File: src/flit_buffer_defs.svh
`ifndef FLIT_BUFFER_DEFS_SVH
`define FLIT_BUFFER_DEFS_SVH

// virtual channels sharing one input port
`define FB_NUM_VC 2

// flit slots per virtual channel
`define FB_VC_DEPTH 4

// payload bits carried by each flit
`define FB_PAYLOAD_W 32

// slot pointer width, log2 of FB_VC_DEPTH
`define FB_PTR_W 2

// binary vc index width, log2 of FB_NUM_VC
`define FB_VC_IDX_W 1

// complete packets held per vc
// worst case is one single-flit packet in every slot
`define FB_PKT_CNT_W 3

`endif

File: src/flit_buffer_pkg.sv
package flit_buffer_pkg;

    `include "flit_buffer_defs.svh"

    // one bit per vc, one-hot for selects
    typedef logic [`FB_NUM_VC-1:0] vc_mask_t;

    // binary vc number
    typedef logic [`FB_VC_IDX_W-1:0] vc_idx_t;

    // slot position inside one vc
    typedef logic [`FB_PTR_W-1:0] slot_ptr_t;

    // vc occupancy, 0 up to FB_VC_DEPTH inclusive
    typedef logic [`FB_PTR_W:0] depth_t;

    // shared ram address, vc index on top of slot pointer
    typedef logic [`FB_VC_IDX_W+`FB_PTR_W-1:0] ram_addr_t;

    typedef logic [`FB_PAYLOAD_W-1:0] payload_t;

    // flit as held in the ram
    // the vc number is implied by the address and is not stored
    typedef struct packed {
        logic     head;
        logic     tail;
        payload_t payload;
    } stored_flit_t;

    // packets held per vc
    typedef logic [`FB_PKT_CNT_W-1:0] pkt_cnt_t;

endpackage

File: src/flit_buffer.sv
`timescale 1ns/1ps

module flit_buffer (
    input  logic                          clk,
    input  logic                          reset,
    // write side
    input  flit_buffer_pkg::stored_flit_t din,
    input  flit_buffer_pkg::vc_mask_t     vc_num_wr,
    input  logic                          wr_en,
    // read side
    input  flit_buffer_pkg::vc_mask_t     vc_num_rd,
    input  logic                          rd_en,
    output flit_buffer_pkg::stored_flit_t dout,
    // status per vc
    output flit_buffer_pkg::vc_mask_t     vc_not_empty,
    output flit_buffer_pkg::vc_mask_t     vc_has_packet
);

    // pointer control to ram
    flit_buffer_pkg::ram_addr_t wr_addr;
    flit_buffer_pkg::ram_addr_t rd_addr;
    logic                       ram_wr;
    logic                       ram_rd;

    // pointer control to packet tracker
    flit_buffer_pkg::vc_mask_t  wr_accept;
    flit_buffer_pkg::vc_mask_t  rd_accept;

    // pointers, depths and accept decisions
    vc_ptr_ctrl u_ptr (
        .clk          (clk),
        .reset        (reset),
        .vc_num_wr    (vc_num_wr),
        .vc_num_rd    (vc_num_rd),
        .wr_en        (wr_en),
        .rd_en        (rd_en),
        .wr_addr      (wr_addr),
        .rd_addr      (rd_addr),
        .ram_wr       (ram_wr),
        .ram_rd       (ram_rd),
        .wr_accept    (wr_accept),
        .rd_accept    (rd_accept),
        .vc_not_empty (vc_not_empty)
    );

    // shared flit store, dout comes straight from its read register
    flit_ram u_ram (
        .clk     (clk),
        .reset   (reset),
        .wr_addr (wr_addr),
        .rd_addr (rd_addr),
        .ram_wr  (ram_wr),
        .ram_rd  (ram_rd),
        .wr_data (din),
        .rd_data (dout)
    );

    // whole-packet flags
    // sees tails going in on din and coming out on dout
    pkt_count_tracker u_pkt (
        .clk           (clk),
        .reset         (reset),
        .wr_accept     (wr_accept),
        .rd_accept     (rd_accept),
        .wr_tail       (din.tail),
        .rd_flit       (dout),
        .vc_has_packet (vc_has_packet)
    );

endmodule

File: src/flit_ram.sv
`timescale 1ns/1ps
`include "flit_buffer_defs.svh"

module flit_ram (
    input  logic                         clk,
    input  logic                         reset,
    input  flit_buffer_pkg::ram_addr_t   wr_addr,
    input  flit_buffer_pkg::ram_addr_t   rd_addr,
    input  logic                         ram_wr,
    input  logic                         ram_rd,
    input  flit_buffer_pkg::stored_flit_t wr_data,
    output flit_buffer_pkg::stored_flit_t rd_data
);

    // all vcs side by side, vc index selects the region
    localparam int RAM_DEPTH = `FB_NUM_VC * `FB_VC_DEPTH;

    flit_buffer_pkg::stored_flit_t mem [RAM_DEPTH];

    // output register
    flit_buffer_pkg::stored_flit_t rd_q;

    // storage array, write port
    always_ff @(posedge clk) begin
        if (ram_wr) begin
            mem[wr_addr] <= wr_data;
        end
    end

    // registered read
    // same-address write in this cycle is not seen, old flit comes out
    // this is what a full vc with read and write together relies on
    always_ff @(posedge clk or posedge reset) begin
        if (reset) begin
            rd_q <= '0;
        end else if (ram_rd) begin
            rd_q <= mem[rd_addr];
        end
    end

    // holds the last flit read until the next accepted read
    assign rd_data = rd_q;

endmodule

File: src/pkt_count_tracker.sv
`timescale 1ns/1ps
`include "flit_buffer_defs.svh"

module pkt_count_tracker (
    input  logic                          clk,
    input  logic                          reset,
    input  flit_buffer_pkg::vc_mask_t     wr_accept,
    input  flit_buffer_pkg::vc_mask_t     rd_accept,
    input  logic                          wr_tail,
    input  flit_buffer_pkg::stored_flit_t rd_flit,
    output flit_buffer_pkg::vc_mask_t     vc_has_packet
);

    // complete packets per vc
    flit_buffer_pkg::pkt_cnt_t pkt_cnt [`FB_NUM_VC];

    // read accepts delayed to line up with the ram output
    flit_buffer_pkg::vc_mask_t rd_accept_q;

    // per-vc count steps
    flit_buffer_pkg::vc_mask_t cnt_inc;
    flit_buffer_pkg::vc_mask_t cnt_dec;

    // a tail entering closes a packet
    assign cnt_inc = wr_tail ? wr_accept : '0;

    // a tail leaving shows on rd_flit one cycle after its read
    assign cnt_dec = rd_flit.tail ? rd_accept_q : '0;

    always_ff @(posedge clk or posedge reset) begin
        if (reset) begin
            rd_accept_q <= '0;
        end else begin
            rd_accept_q <= rd_accept;
        end
    end

    always_ff @(posedge clk or posedge reset) begin
        if (reset) begin
            for (int i = 0; i < `FB_NUM_VC; i++) begin
                pkt_cnt[i] <= '0;
            end
        end else begin
            for (int i = 0; i < `FB_NUM_VC; i++) begin
                // both at once leave the count as is
                case ({cnt_inc[i], cnt_dec[i]})
                    2'b10:   pkt_cnt[i] <= pkt_cnt[i] + 1'b1;
                    2'b01:   pkt_cnt[i] <= pkt_cnt[i] - 1'b1;
                    default: pkt_cnt[i] <= pkt_cnt[i];
                endcase
            end
        end
    end

    // whole packet waiting somewhere in the vc
    always_comb begin
        for (int i = 0; i < `FB_NUM_VC; i++) begin
            vc_has_packet[i] = (pkt_cnt[i] != '0);
        end
    end

endmodule

File: src/vc_ptr_ctrl.sv
`timescale 1ns/1ps
`include "flit_buffer_defs.svh"

module vc_ptr_ctrl (
    input  logic                       clk,
    input  logic                       reset,
    input  flit_buffer_pkg::vc_mask_t  vc_num_wr,
    input  flit_buffer_pkg::vc_mask_t  vc_num_rd,
    input  logic                       wr_en,
    input  logic                       rd_en,
    output flit_buffer_pkg::ram_addr_t wr_addr,
    output flit_buffer_pkg::ram_addr_t rd_addr,
    output logic                       ram_wr,
    output logic                       ram_rd,
    output flit_buffer_pkg::vc_mask_t  wr_accept,
    output flit_buffer_pkg::vc_mask_t  rd_accept,
    output flit_buffer_pkg::vc_mask_t  vc_not_empty
);

    // per-vc queue state
    flit_buffer_pkg::slot_ptr_t wr_ptr [`FB_NUM_VC];
    flit_buffer_pkg::slot_ptr_t rd_ptr [`FB_NUM_VC];
    flit_buffer_pkg::depth_t    depth  [`FB_NUM_VC];

    // selects qualified by their enables
    flit_buffer_pkg::vc_mask_t wr_sel;
    flit_buffer_pkg::vc_mask_t rd_sel;

    // binary vc numbers for address build
    flit_buffer_pkg::vc_idx_t wr_idx;
    flit_buffer_pkg::vc_idx_t rd_idx;

    // or of the bit positions that are set
    // exact for a one-hot mask
    function automatic flit_buffer_pkg::vc_idx_t onehot_to_idx(
        input flit_buffer_pkg::vc_mask_t mask
    );
        flit_buffer_pkg::vc_idx_t idx;
        idx = '0;
        for (int i = 0; i < `FB_NUM_VC; i++) begin
            if (mask[i]) begin
                idx = idx | flit_buffer_pkg::vc_idx_t'(i);
            end
        end
        return idx;
    endfunction

    assign wr_sel = wr_en ? vc_num_wr : '0;
    assign rd_sel = rd_en ? vc_num_rd : '0;

    assign wr_idx = onehot_to_idx(vc_num_wr);
    assign rd_idx = onehot_to_idx(vc_num_rd);

    // full and empty gating
    always_comb begin
        for (int i = 0; i < `FB_NUM_VC; i++) begin
            // nothing to read from an empty vc
            rd_accept[i] = rd_sel[i] && (depth[i] != '0);
            // full vc takes a write only when a read frees a slot in the same cycle
            wr_accept[i] = wr_sel[i] &&
                           ((depth[i] != flit_buffer_pkg::depth_t'(`FB_VC_DEPTH)) ||
                            rd_accept[i]);
            vc_not_empty[i] = (depth[i] != '0);
        end
    end

    // ram strobes and addresses
    assign ram_wr  = |wr_accept;
    assign ram_rd  = |rd_accept;
    assign wr_addr = {wr_idx, wr_ptr[wr_idx]};
    assign rd_addr = {rd_idx, rd_ptr[rd_idx]};

    // pointers wrap at FB_VC_DEPTH by width
    always_ff @(posedge clk or posedge reset) begin
        if (reset) begin
            for (int i = 0; i < `FB_NUM_VC; i++) begin
                wr_ptr[i] <= '0;
                rd_ptr[i] <= '0;
                depth[i]  <= '0;
            end
        end else begin
            for (int i = 0; i < `FB_NUM_VC; i++) begin
                if (wr_accept[i]) begin
                    wr_ptr[i] <= wr_ptr[i] + 1'b1;
                end
                if (rd_accept[i]) begin
                    rd_ptr[i] <= rd_ptr[i] + 1'b1;
                end
                // depth moves only when one side acts alone
                case ({wr_accept[i], rd_accept[i]})
                    2'b10:   depth[i] <= depth[i] + 1'b1;
                    2'b01:   depth[i] <= depth[i] - 1'b1;
                    default: depth[i] <= depth[i];
                endcase
            end
        end
    end

endmodule
File: config.mk
export PLATFORM = sky130hd
export DESIGN_NAME = flit_buffer
export DESIGN_NICKNAME = d
export VERILOG_FILES = /design/src/flit_buffer_pkg.sv /design/src/flit_buffer.sv /design/src/flit_ram.sv /design/src/pkt_count_tracker.sv /design/src/vc_ptr_ctrl.sv
export VERILOG_INCLUDE_DIRS = /design/src
export SDC_FILE = /design/constraint.sdc
export NUM_CORES = 1
export LEC_CHECK = 0
export ABC_AREA = 1
export BUFFER_PORTS_ARGS = -buffer_cell sky130_fd_sc_hd__clkbuf_2
export CAP_MARGIN = 20
export CORE_ASPECT_RATIO = 2
export CORE_MARGIN = 3
export CORE_UTILIZATION = 31
export DETAILED_ROUTE_END_ITERATION = 8
export MAX_ROUTING_LAYER = met4
export PLACE_DENSITY = 0.57
export SLEW_MARGIN = 10
export SYNTH_ARGS = -nofsm -noshare
export SYNTH_HDL_FRONTEND = slang
export SYNTH_SLANG_ARGS = --single-unit
File: constraint.sdc
create_clock -name clk -period 3.9 [get_ports clk]
set_input_delay 0.585 -clock clk [delete_from_list [all_inputs] [get_ports clk]]
set_output_delay 0.585 -clock clk [all_outputs]
set_load 0.02 [all_outputs]
==> results of run 1 <==
-- state kept, by name, summed over array words and instances (netlist names) --
register	cells
u_ptr.depth	6
u_ptr.wr_ptr	4
u_ptr.rd_ptr	4
u_pkt.rd_accept_q	2
u_pkt.pkt_cnt	6
u_ram.mem	272
u_ram.rd_data	34
-- power groups by stage --
stage          Sequential [mW]  Combinational (mW)  Clock, mW
2_1_floorplan             4.87                1.92          0
3_3_place_gp              4.72                3.13          0
3_5_place_dp              4.73                3.20          0
4_1_cts                   4.66                3.21       3.15
5_1_grt                   4.71                3.52       3.29
6_report                  4.65                3.15       3.08
-- cells in the mapped netlist --
master / number
sky130_fd_sc_hd__nand2_1: 238
sky130_fd_sc_hd__fa_1: 4
sky130_fd_sc_hd__nor2_1: 22
sky130_fd_sc_hd__nand3_1: 379
sky130_fd_sc_hd__dfrtp_1: 56
sky130_fd_sc_hd__inv_2: 3
sky130_fd_sc_hd__buf_4: 7
sky130_fd_sc_hd__xor2_1: 10
sky130_fd_sc_hd__mux2_2: 2
sky130_fd_sc_hd__buf_6: 1
sky130_fd_sc_hd__a21oi_1: 4
sky130_fd_sc_hd__buf_2: 43
sky130_fd_sc_hd__xnor2_1: 3
sky130_fd_sc_hd__inv_1: 299
sky130_fd_sc_hd__o21ai_0: 5
sky130_fd_sc_hd__o21ai_2: 2
sky130_fd_sc_hd__nor3_1: 2
sky130_fd_sc_hd__clkbuf_1: 12
sky130_fd_sc_hd__buf_1: 7
sky130_fd_sc_hd__ha_1: 3
sky130_fd_sc_hd__a31oi_2: 1
sky130_fd_sc_hd__nand2_2: 4
sky130_fd_sc_hd__edfxtp_1: 272
-- per-stage QoR --
step                setup slack, ns  utilization  power [mW]
detailed placement            0.938        0.339        7.93
finish                         1.52        0.362        10.9
CTS                            1.50        0.362        11.0
floorplan                    -0.156            -        6.78
global placement              0.969        0.338        7.85
global route                   1.29        0.362        11.5
-- cells by family after synthesis --
kind of cell,share of synthesized area
compound gates,0.00525
xor+xnor,0.00797
fa+ha+maj,0.00823
buf+inv,0.104
flops,0.670
mux,0.00158
simple gates,0.203
-- placed cells by master (no fill, tap or decap), types with 5 or more instances in the layout --
cell,instances
sky130_fd_sc_hd__nand2_1,235
sky130_fd_sc_hd__nor2_4,6
sky130_fd_sc_hd__edfxtp_1,272
sky130_fd_sc_hd__nor2_1,16
sky130_fd_sc_hd__buf_4,16
sky130_fd_sc_hd__inv_1,298
sky130_fd_sc_hd__clkinv_2,7
sky130_fd_sc_hd__bufinv_16,6
sky130_fd_sc_hd__xor2_1,10
sky130_fd_sc_hd__clkbuf_16,28
sky130_fd_sc_hd__o21ai_0,5
sky130_fd_sc_hd__clkbuf_2,79
sky130_fd_sc_hd__dfrtp_1,56
sky130_fd_sc_hd__nand3_1,379
-- how the worst max path moves through the flow --
stage / to / slack, ns / cells after the start / from
floorplan: u_ram.mem[6][0] / -0.16 / 7 / vc_num_rd[1]
global placement: u_ram.mem[0][1] / 0.97 / 7 / vc_num_rd[1]
detailed placement: u_ram.rd_data[25] / 0.94 / 10 / vc_num_rd[1]
CTS: u_ram.mem[2][10] / 1.50 / 7 / u_ptr.depth[3]
global route: u_pkt.pkt_cnt[4] / 1.29 / 8 / u_ptr.depth[3]
finish: u_ram.rd_data[25] / 1.52 / 10 / vc_num_rd[1]
-- routing by layer --
layer	track usage	share of wire	up-vias
met1	0.169	0.37	4743
met5	-	0	-
met4	0.0558	0.030	0
met2	0.299	0.56	274
li1	-	-	4595
met3	0.0177	0.042	64
-- final cells by class --
type / instances / area, um^2
fillers: 4356 / 28900
repair buffers: 100 / 631
clock buffers: 34 / 753
multi-input cells: 679 / 3330
inverters: 302 / 1130
flip-flops and latches: 328 / 9570
clock inverters: 18 / 256
well taps: 560 / 701
-- worst max-delay path, stage by stage --
cell	delay (ns)
sky130_fd_sc_hd__clkbuf_2	0.16
sky130_fd_sc_hd__inv_2	0.27
sky130_fd_sc_hd__buf_4	0.49
sky130_fd_sc_hd__nand2_2	0.11
sky130_fd_sc_hd__nand2_2	0.70
sky130_fd_sc_hd__nand2_1	0.10
sky130_fd_sc_hd__nand3_1	0.13
sky130_fd_sc_hd__nand3_1	0.08
sky130_fd_sc_hd__nand3_1	0.12
sky130_fd_sc_hd__nand2_1	0.07
==> results.cfg, run 1 <==
[run_status]
run_status = finished, final reports clean

[routing]
wl_per_cell_um = 18.5
firstDrtPassIters = 7
dr_vias = 9676
via_density_per_instance = 4.79
routed_wl_mm = 37.5
dr.first_iter.drc_count = 775
detail_route.drc_violations = 0
antenna_violating_nets_post_route = 0

[grt]
grt_max_degree = 103
grt_antenna_before_repair = 0
global_route.usage.total = 0.159
grt_remaining_overflow = 0
via_count_of_the_first_global_routing_pass = 10153
grt_pass1_wl_mm = 58.2

[clocking]
cts_repair_resize_count = 0
post-cts-setup-buffers = 0
cell_chosen_for_the_clock_root = sky130_fd_sc_hd__clkbuf_16
cts_buffers = 28
tritoncts_clock_tree = done
cts-root-to-sink-buffers = 3
cts.clk_slew.worst_paths_ns = 0.07
clk_latency_ns = 0.57
htree_num_levels = 1
clock-sinks = 328
ctsHoldBuffers = 0

[critical_path]
timing.reg2reg.worst_path_depth = 7
critPathRequiredTime_ns = 4.35
crit_type = input port to flip-flop
reg2reg_to = u_ram.mem[2][14]
critPathLaunchType = input port
worst-r2r-setup-slack_ns = 1.55
worstPathArrival_ns = 2.84
worstSetupEndpointType = flip-flop
crit_path_max_fanout = 34
worst_r2r_startpoint = u_ptr.depth[3]

[sta]
skew_ns = 0.0107
tightest_slew_ns = 0.936
maxSlewHeadroom = 0.374
timing.final.setup_violations = 0
fmaxAchievable_ghz = 0.419
total_negative_slack_ns = 0
count_of_final_max_slew_check_failures = 0
hold_viol = 0
whs_ns = 0.206
min_period_over_period = 0.611
final.min_clock_period_ns = 2.38
rsz0062_at_grt = false

[finish]
final_antenna_diode_count = 0
instances_no_fill = 2021
flow.area_growth_from_synthesis_pct = 14.6
drive_gt1_frac = 0.117
design.final.nets = 1488
final_design_instance_area_without_fill_mm2 = 0.0164

[placement]
place_congestion = 0.761
instance_area_after_placement_mm2 = 0.0154
port_buffers = 79
detailed_place_hpwl_mm = 22.2
dp_cells = 1969

[power]
powerDensity_mw_per_mm2 = 665
power.net_switching_mw = 3.81
comb_power_share = 0.289
power.ir.vdd_worst_mv = 0.309
power_switching_share = 0.350
power.leakage_nw = 7.25
power.internal_mw = 7.07
sequentialPowerShare = 0.428
clockPowerShare = 0.283

[yosys]
netlist_top_cells_area = sky130_fd_sc_hd__edfxtp_1, sky130_fd_sc_hd__nand3_1, sky130_fd_sc_hd__dfrtp_1, sky130_fd_sc_hd__inv_1, sky130_fd_sc_hd__nand2_1
synthDistinctLibCells = 23
ys.warnings.count = 0
postSynthCellCount = 1379
synth.top_cell.area_share = 0.572
synth_area_leader_cell = sky130_fd_sc_hd__edfxtp_1
cell_area_after_technology_mapping_mm2 = 0.0143
synth_sequential_area_ratio = 0.670
synth-seq-cells = 328
synth_nets = 1428
syn_area_per_cell_um2 = 10.4

[die]
initial_core_util = 0.316
core_area_mm2 = 0.0453
placement_rows = 110
die_area_mm2 = 0.0489
die_w_um = 158
ios = 80
die_y_um = 310

[flow_run]
cap_viol_max_count = 0

[hold_path]
timing.hold.worst.class = input port to asynchronous set/reset pin
Note: power is estimated with default switching activity, not from simulation.
==> run 2: changes to the inputs <==
--- a/config.mk
+++ b/config.mk
@@ -14,7 +14,7 @@
 export CORE_UTILIZATION = 31
 export DETAILED_ROUTE_END_ITERATION = 8
 export MAX_ROUTING_LAYER = met4
-export PLACE_DENSITY = 0.57
+export PLACE_DENSITY = 0.55
 export SLEW_MARGIN = 10
 export SYNTH_ARGS = -nofsm -noshare
 export SYNTH_HDL_FRONTEND = slang
==> constraint.sdc (replaced) <==
create_clock -name clk -period 2.3 [get_ports clk]
set_input_delay 0.345 -clock clk [delete_from_list [all_inputs] [get_ports clk]]
set_output_delay 0.345 -clock clk [all_outputs]
set_load 0.02 [all_outputs]
==> run 2 against run 1 <==
  * Via count rose by 0.81%
  * First-iteration DRC count fell by 0.13%
  * Critical endpoint is now u_ram.mem[5][4]
  * Setup slack got worse by 1.3 ns
  * Die area did not move
  * Flip-flop and latch count did not move
  * Highest routed layer unchanged
==> results.cfg, run 2 (same netlist as run 1, synthesis figures left out) <==
[clocking]
cts.clk_slew.worst_paths_ns = 0.07
cell_chosen_for_the_clock_root = sky130_fd_sc_hd__clkbuf_16
clk_latency_ns = 0.58
cts_buffers = 28
htree_num_levels = 1
clock-sinks = 328
cts-root-to-sink-buffers = 3
tritoncts_clock_tree = done
cts_repair_resize_count = 0

[sta]
hold_viol = 0
skew_ns = 0.0226
rsz0062_at_grt = false
setup_slack_ns = 0.223
count_of_final_max_slew_check_failures = 0
maxSlewHeadroom = 0.510
final.min_clock_period_ns = 2.08
min_period_over_period = 0.903
tightest_slew_ns = 0.733
timing.final.setup_violations = 0
fmaxAchievable_ghz = 0.481

[finish]
layout.cells.most_common = sky130_fd_sc_hd__nand3_1
fill_cells = 4339
register_name_with_the_most_flops = u_ram.mem
instances_no_fill = 2061
leading_cell_types_in_the_layout_fill_and_taps_excluded = sky130_fd_sc_hd__nand3_1, sky130_fd_sc_hd__inv_1, sky130_fd_sc_hd__edfxtp_1
flow.area_growth_from_synthesis_pct = 17.7
design.final.nets = 1526
final_design_instance_area_without_fill_mm2 = 0.0168
largest_register_ffs = 272
drive_gt1_frac = 0.138

[placement]
place_congestion = 0.798
instance_area_after_placement_mm2 = 0.0159
detailed_place_hpwl_mm = 24.1
place_worst_setup_slack_ns = 0.0972
port_buffers = 79
dp_cells = 2006

[critical_path]
crit_slowest_cell = sky130_fd_sc_hd__dfrtp_1
worstPathBufferInverterCount = 3
crit_top_cell = sky130_fd_sc_hd__nand2_1
critPathRequiredTime_ns = 2.61
worstPathArrival_ns = 2.39
critPathLaunchType = flip-flop
path_cells = nor2_1, nand2_1, o21ai_0, buf_4, nand2_1, inv_2, nor2_4, buf_12
cp_top_delay_family = buffers and inverters
crit_path_max_fanout = 16
crit_path_max_incr_delay_ns = 0.41
worstSetupEndpointType = flip-flop
crit_type = flip-flop to flip-flop

[grt]
grt_antenna_before_repair = 3
grt_max_degree = 43
grt_pass1_wl_mm = 57.8
via_count_of_the_first_global_routing_pass = 9963
global_route.usage.total = 0.160
grt_remaining_overflow = 0

[routing]
routed-wl-met2_mm = 20.7
detail_route.drc_violations = 0
via_density_per_instance = 4.73
route.met3.wl_mm = 1.89
routed_wl_mm = 37.9
highest-signal-layer = met4
dr_vias = 9754
route.layer.met1.wl_mm = 14.0
dr.first_iter.drc_count = 774
firstDrtPassIters = 5
wl_per_cell_um = 18.4
antenna_violating_nets_post_route = 0

[die]
initial_core_util = 0.316
ios = 80
die_w_um = 158
placement_rows = 110
die_y_um = 310
core_area_mm2 = 0.0453
die_area_mm2 = 0.0489

[flow_run]
cap_viol_max_count = 0

[hold_path]
timing.hold.worst.class = input port to flip-flop

[power]
post-layout-total-power_mw = 18.5
power.leakage_nw = 7.45
power.ir.vdd_worst_mv = 0.474
powerDensity_mw_per_mm2 = 1100

[run_status]
run_status = finished, final reports clean
==> run 2: cell types whose count changed in the layout (fill, tap and decap cells not counted), sizes merged <==
cell         previous run  this run
dlygate4sd3             0         1
clkbuf                113       114
buf                    21        58
bufinv                  6         2
diode                   0         3
clkinvlp                0         3
inv                   304       303
==> run 2: area by class of cell <==
class | instances | area [um^2] | area share
antenna | 3 | 7.51 | 0.000447
clock buffer | 35 | 757 | 0.0450
clock inverter | 16 | 161 | 0.00960
inverter | 302 | 1130 | 0.0674
multi-input combinational | 679 | 3340 | 0.199
sequential | 328 | 9570 | 0.569
tap | 560 | 701 | 0.0417
timing repair buffer | 138 | 1140 | 0.0679
==> run 2: path summary, 6_finish.rpt <==
kind / start / endpoint / slack (ns) / cells after the start
max: u_ptr.depth[3] / u_ram.mem[5][4] / 0.22 / 8
min: din[1] / u_ram.mem[7][1] / 0.05 / 1
max reg2reg: u_ptr.depth[3] / u_ram.mem[5][4] / 0.22 / 8
min reg2reg: u_ptr.rd_ptr[3] / u_ptr.rd_ptr[3] / 0.47 / 1
max in group asynchronous: reset / u_ram.rd_data[4] / 1.15 / 4
min in group asynchronous: reset / u_ram.rd_data[27] / 0.45 / 3
==> run 2: layer usage <==
metal,up-vias,GRT usage
li1,4684,-
met1,4702,0.174
met2,290,0.293
met3,78,0.0184
met4,0,0.0669
met5,-,-
==> run 2: stage by stage <==
step / util / hold slack, ns / TNS [ns]
after floorplan: - / 0.442 / -41.54
after global placement: 0.351 / 0.467 / 0
after detailed placement: 0.351 / 0.461 / 0
after CTS: 0.371 / 0.0326 / 0
after global routing: 0.371 / 0.0421 / 0
final: 0.371 / 0.0494 / 0
==> run 2: what timing repair did <==
item | 4_1_cts | 5_1_grt
endpoints found under the hold margin | 21 | 0
setup buffers | 0 | 0
hold buffers | 1 | 0
==> run 2: power breakdown <==
| part | total (mW) | switching [mW] | leakage, nW | internal (mW) |
|---|---|---|---|---|
| combinational | 5.73 | 3.82 | 3.87 | 1.90 |
| sequential | 7.93 | 0.528 | 3.14 | 7.40 |
| clock | 4.80 | 2.21 | 0.445 | 2.58 |
| total | 18.5 | 6.56 | 7.45 | 11.9 |
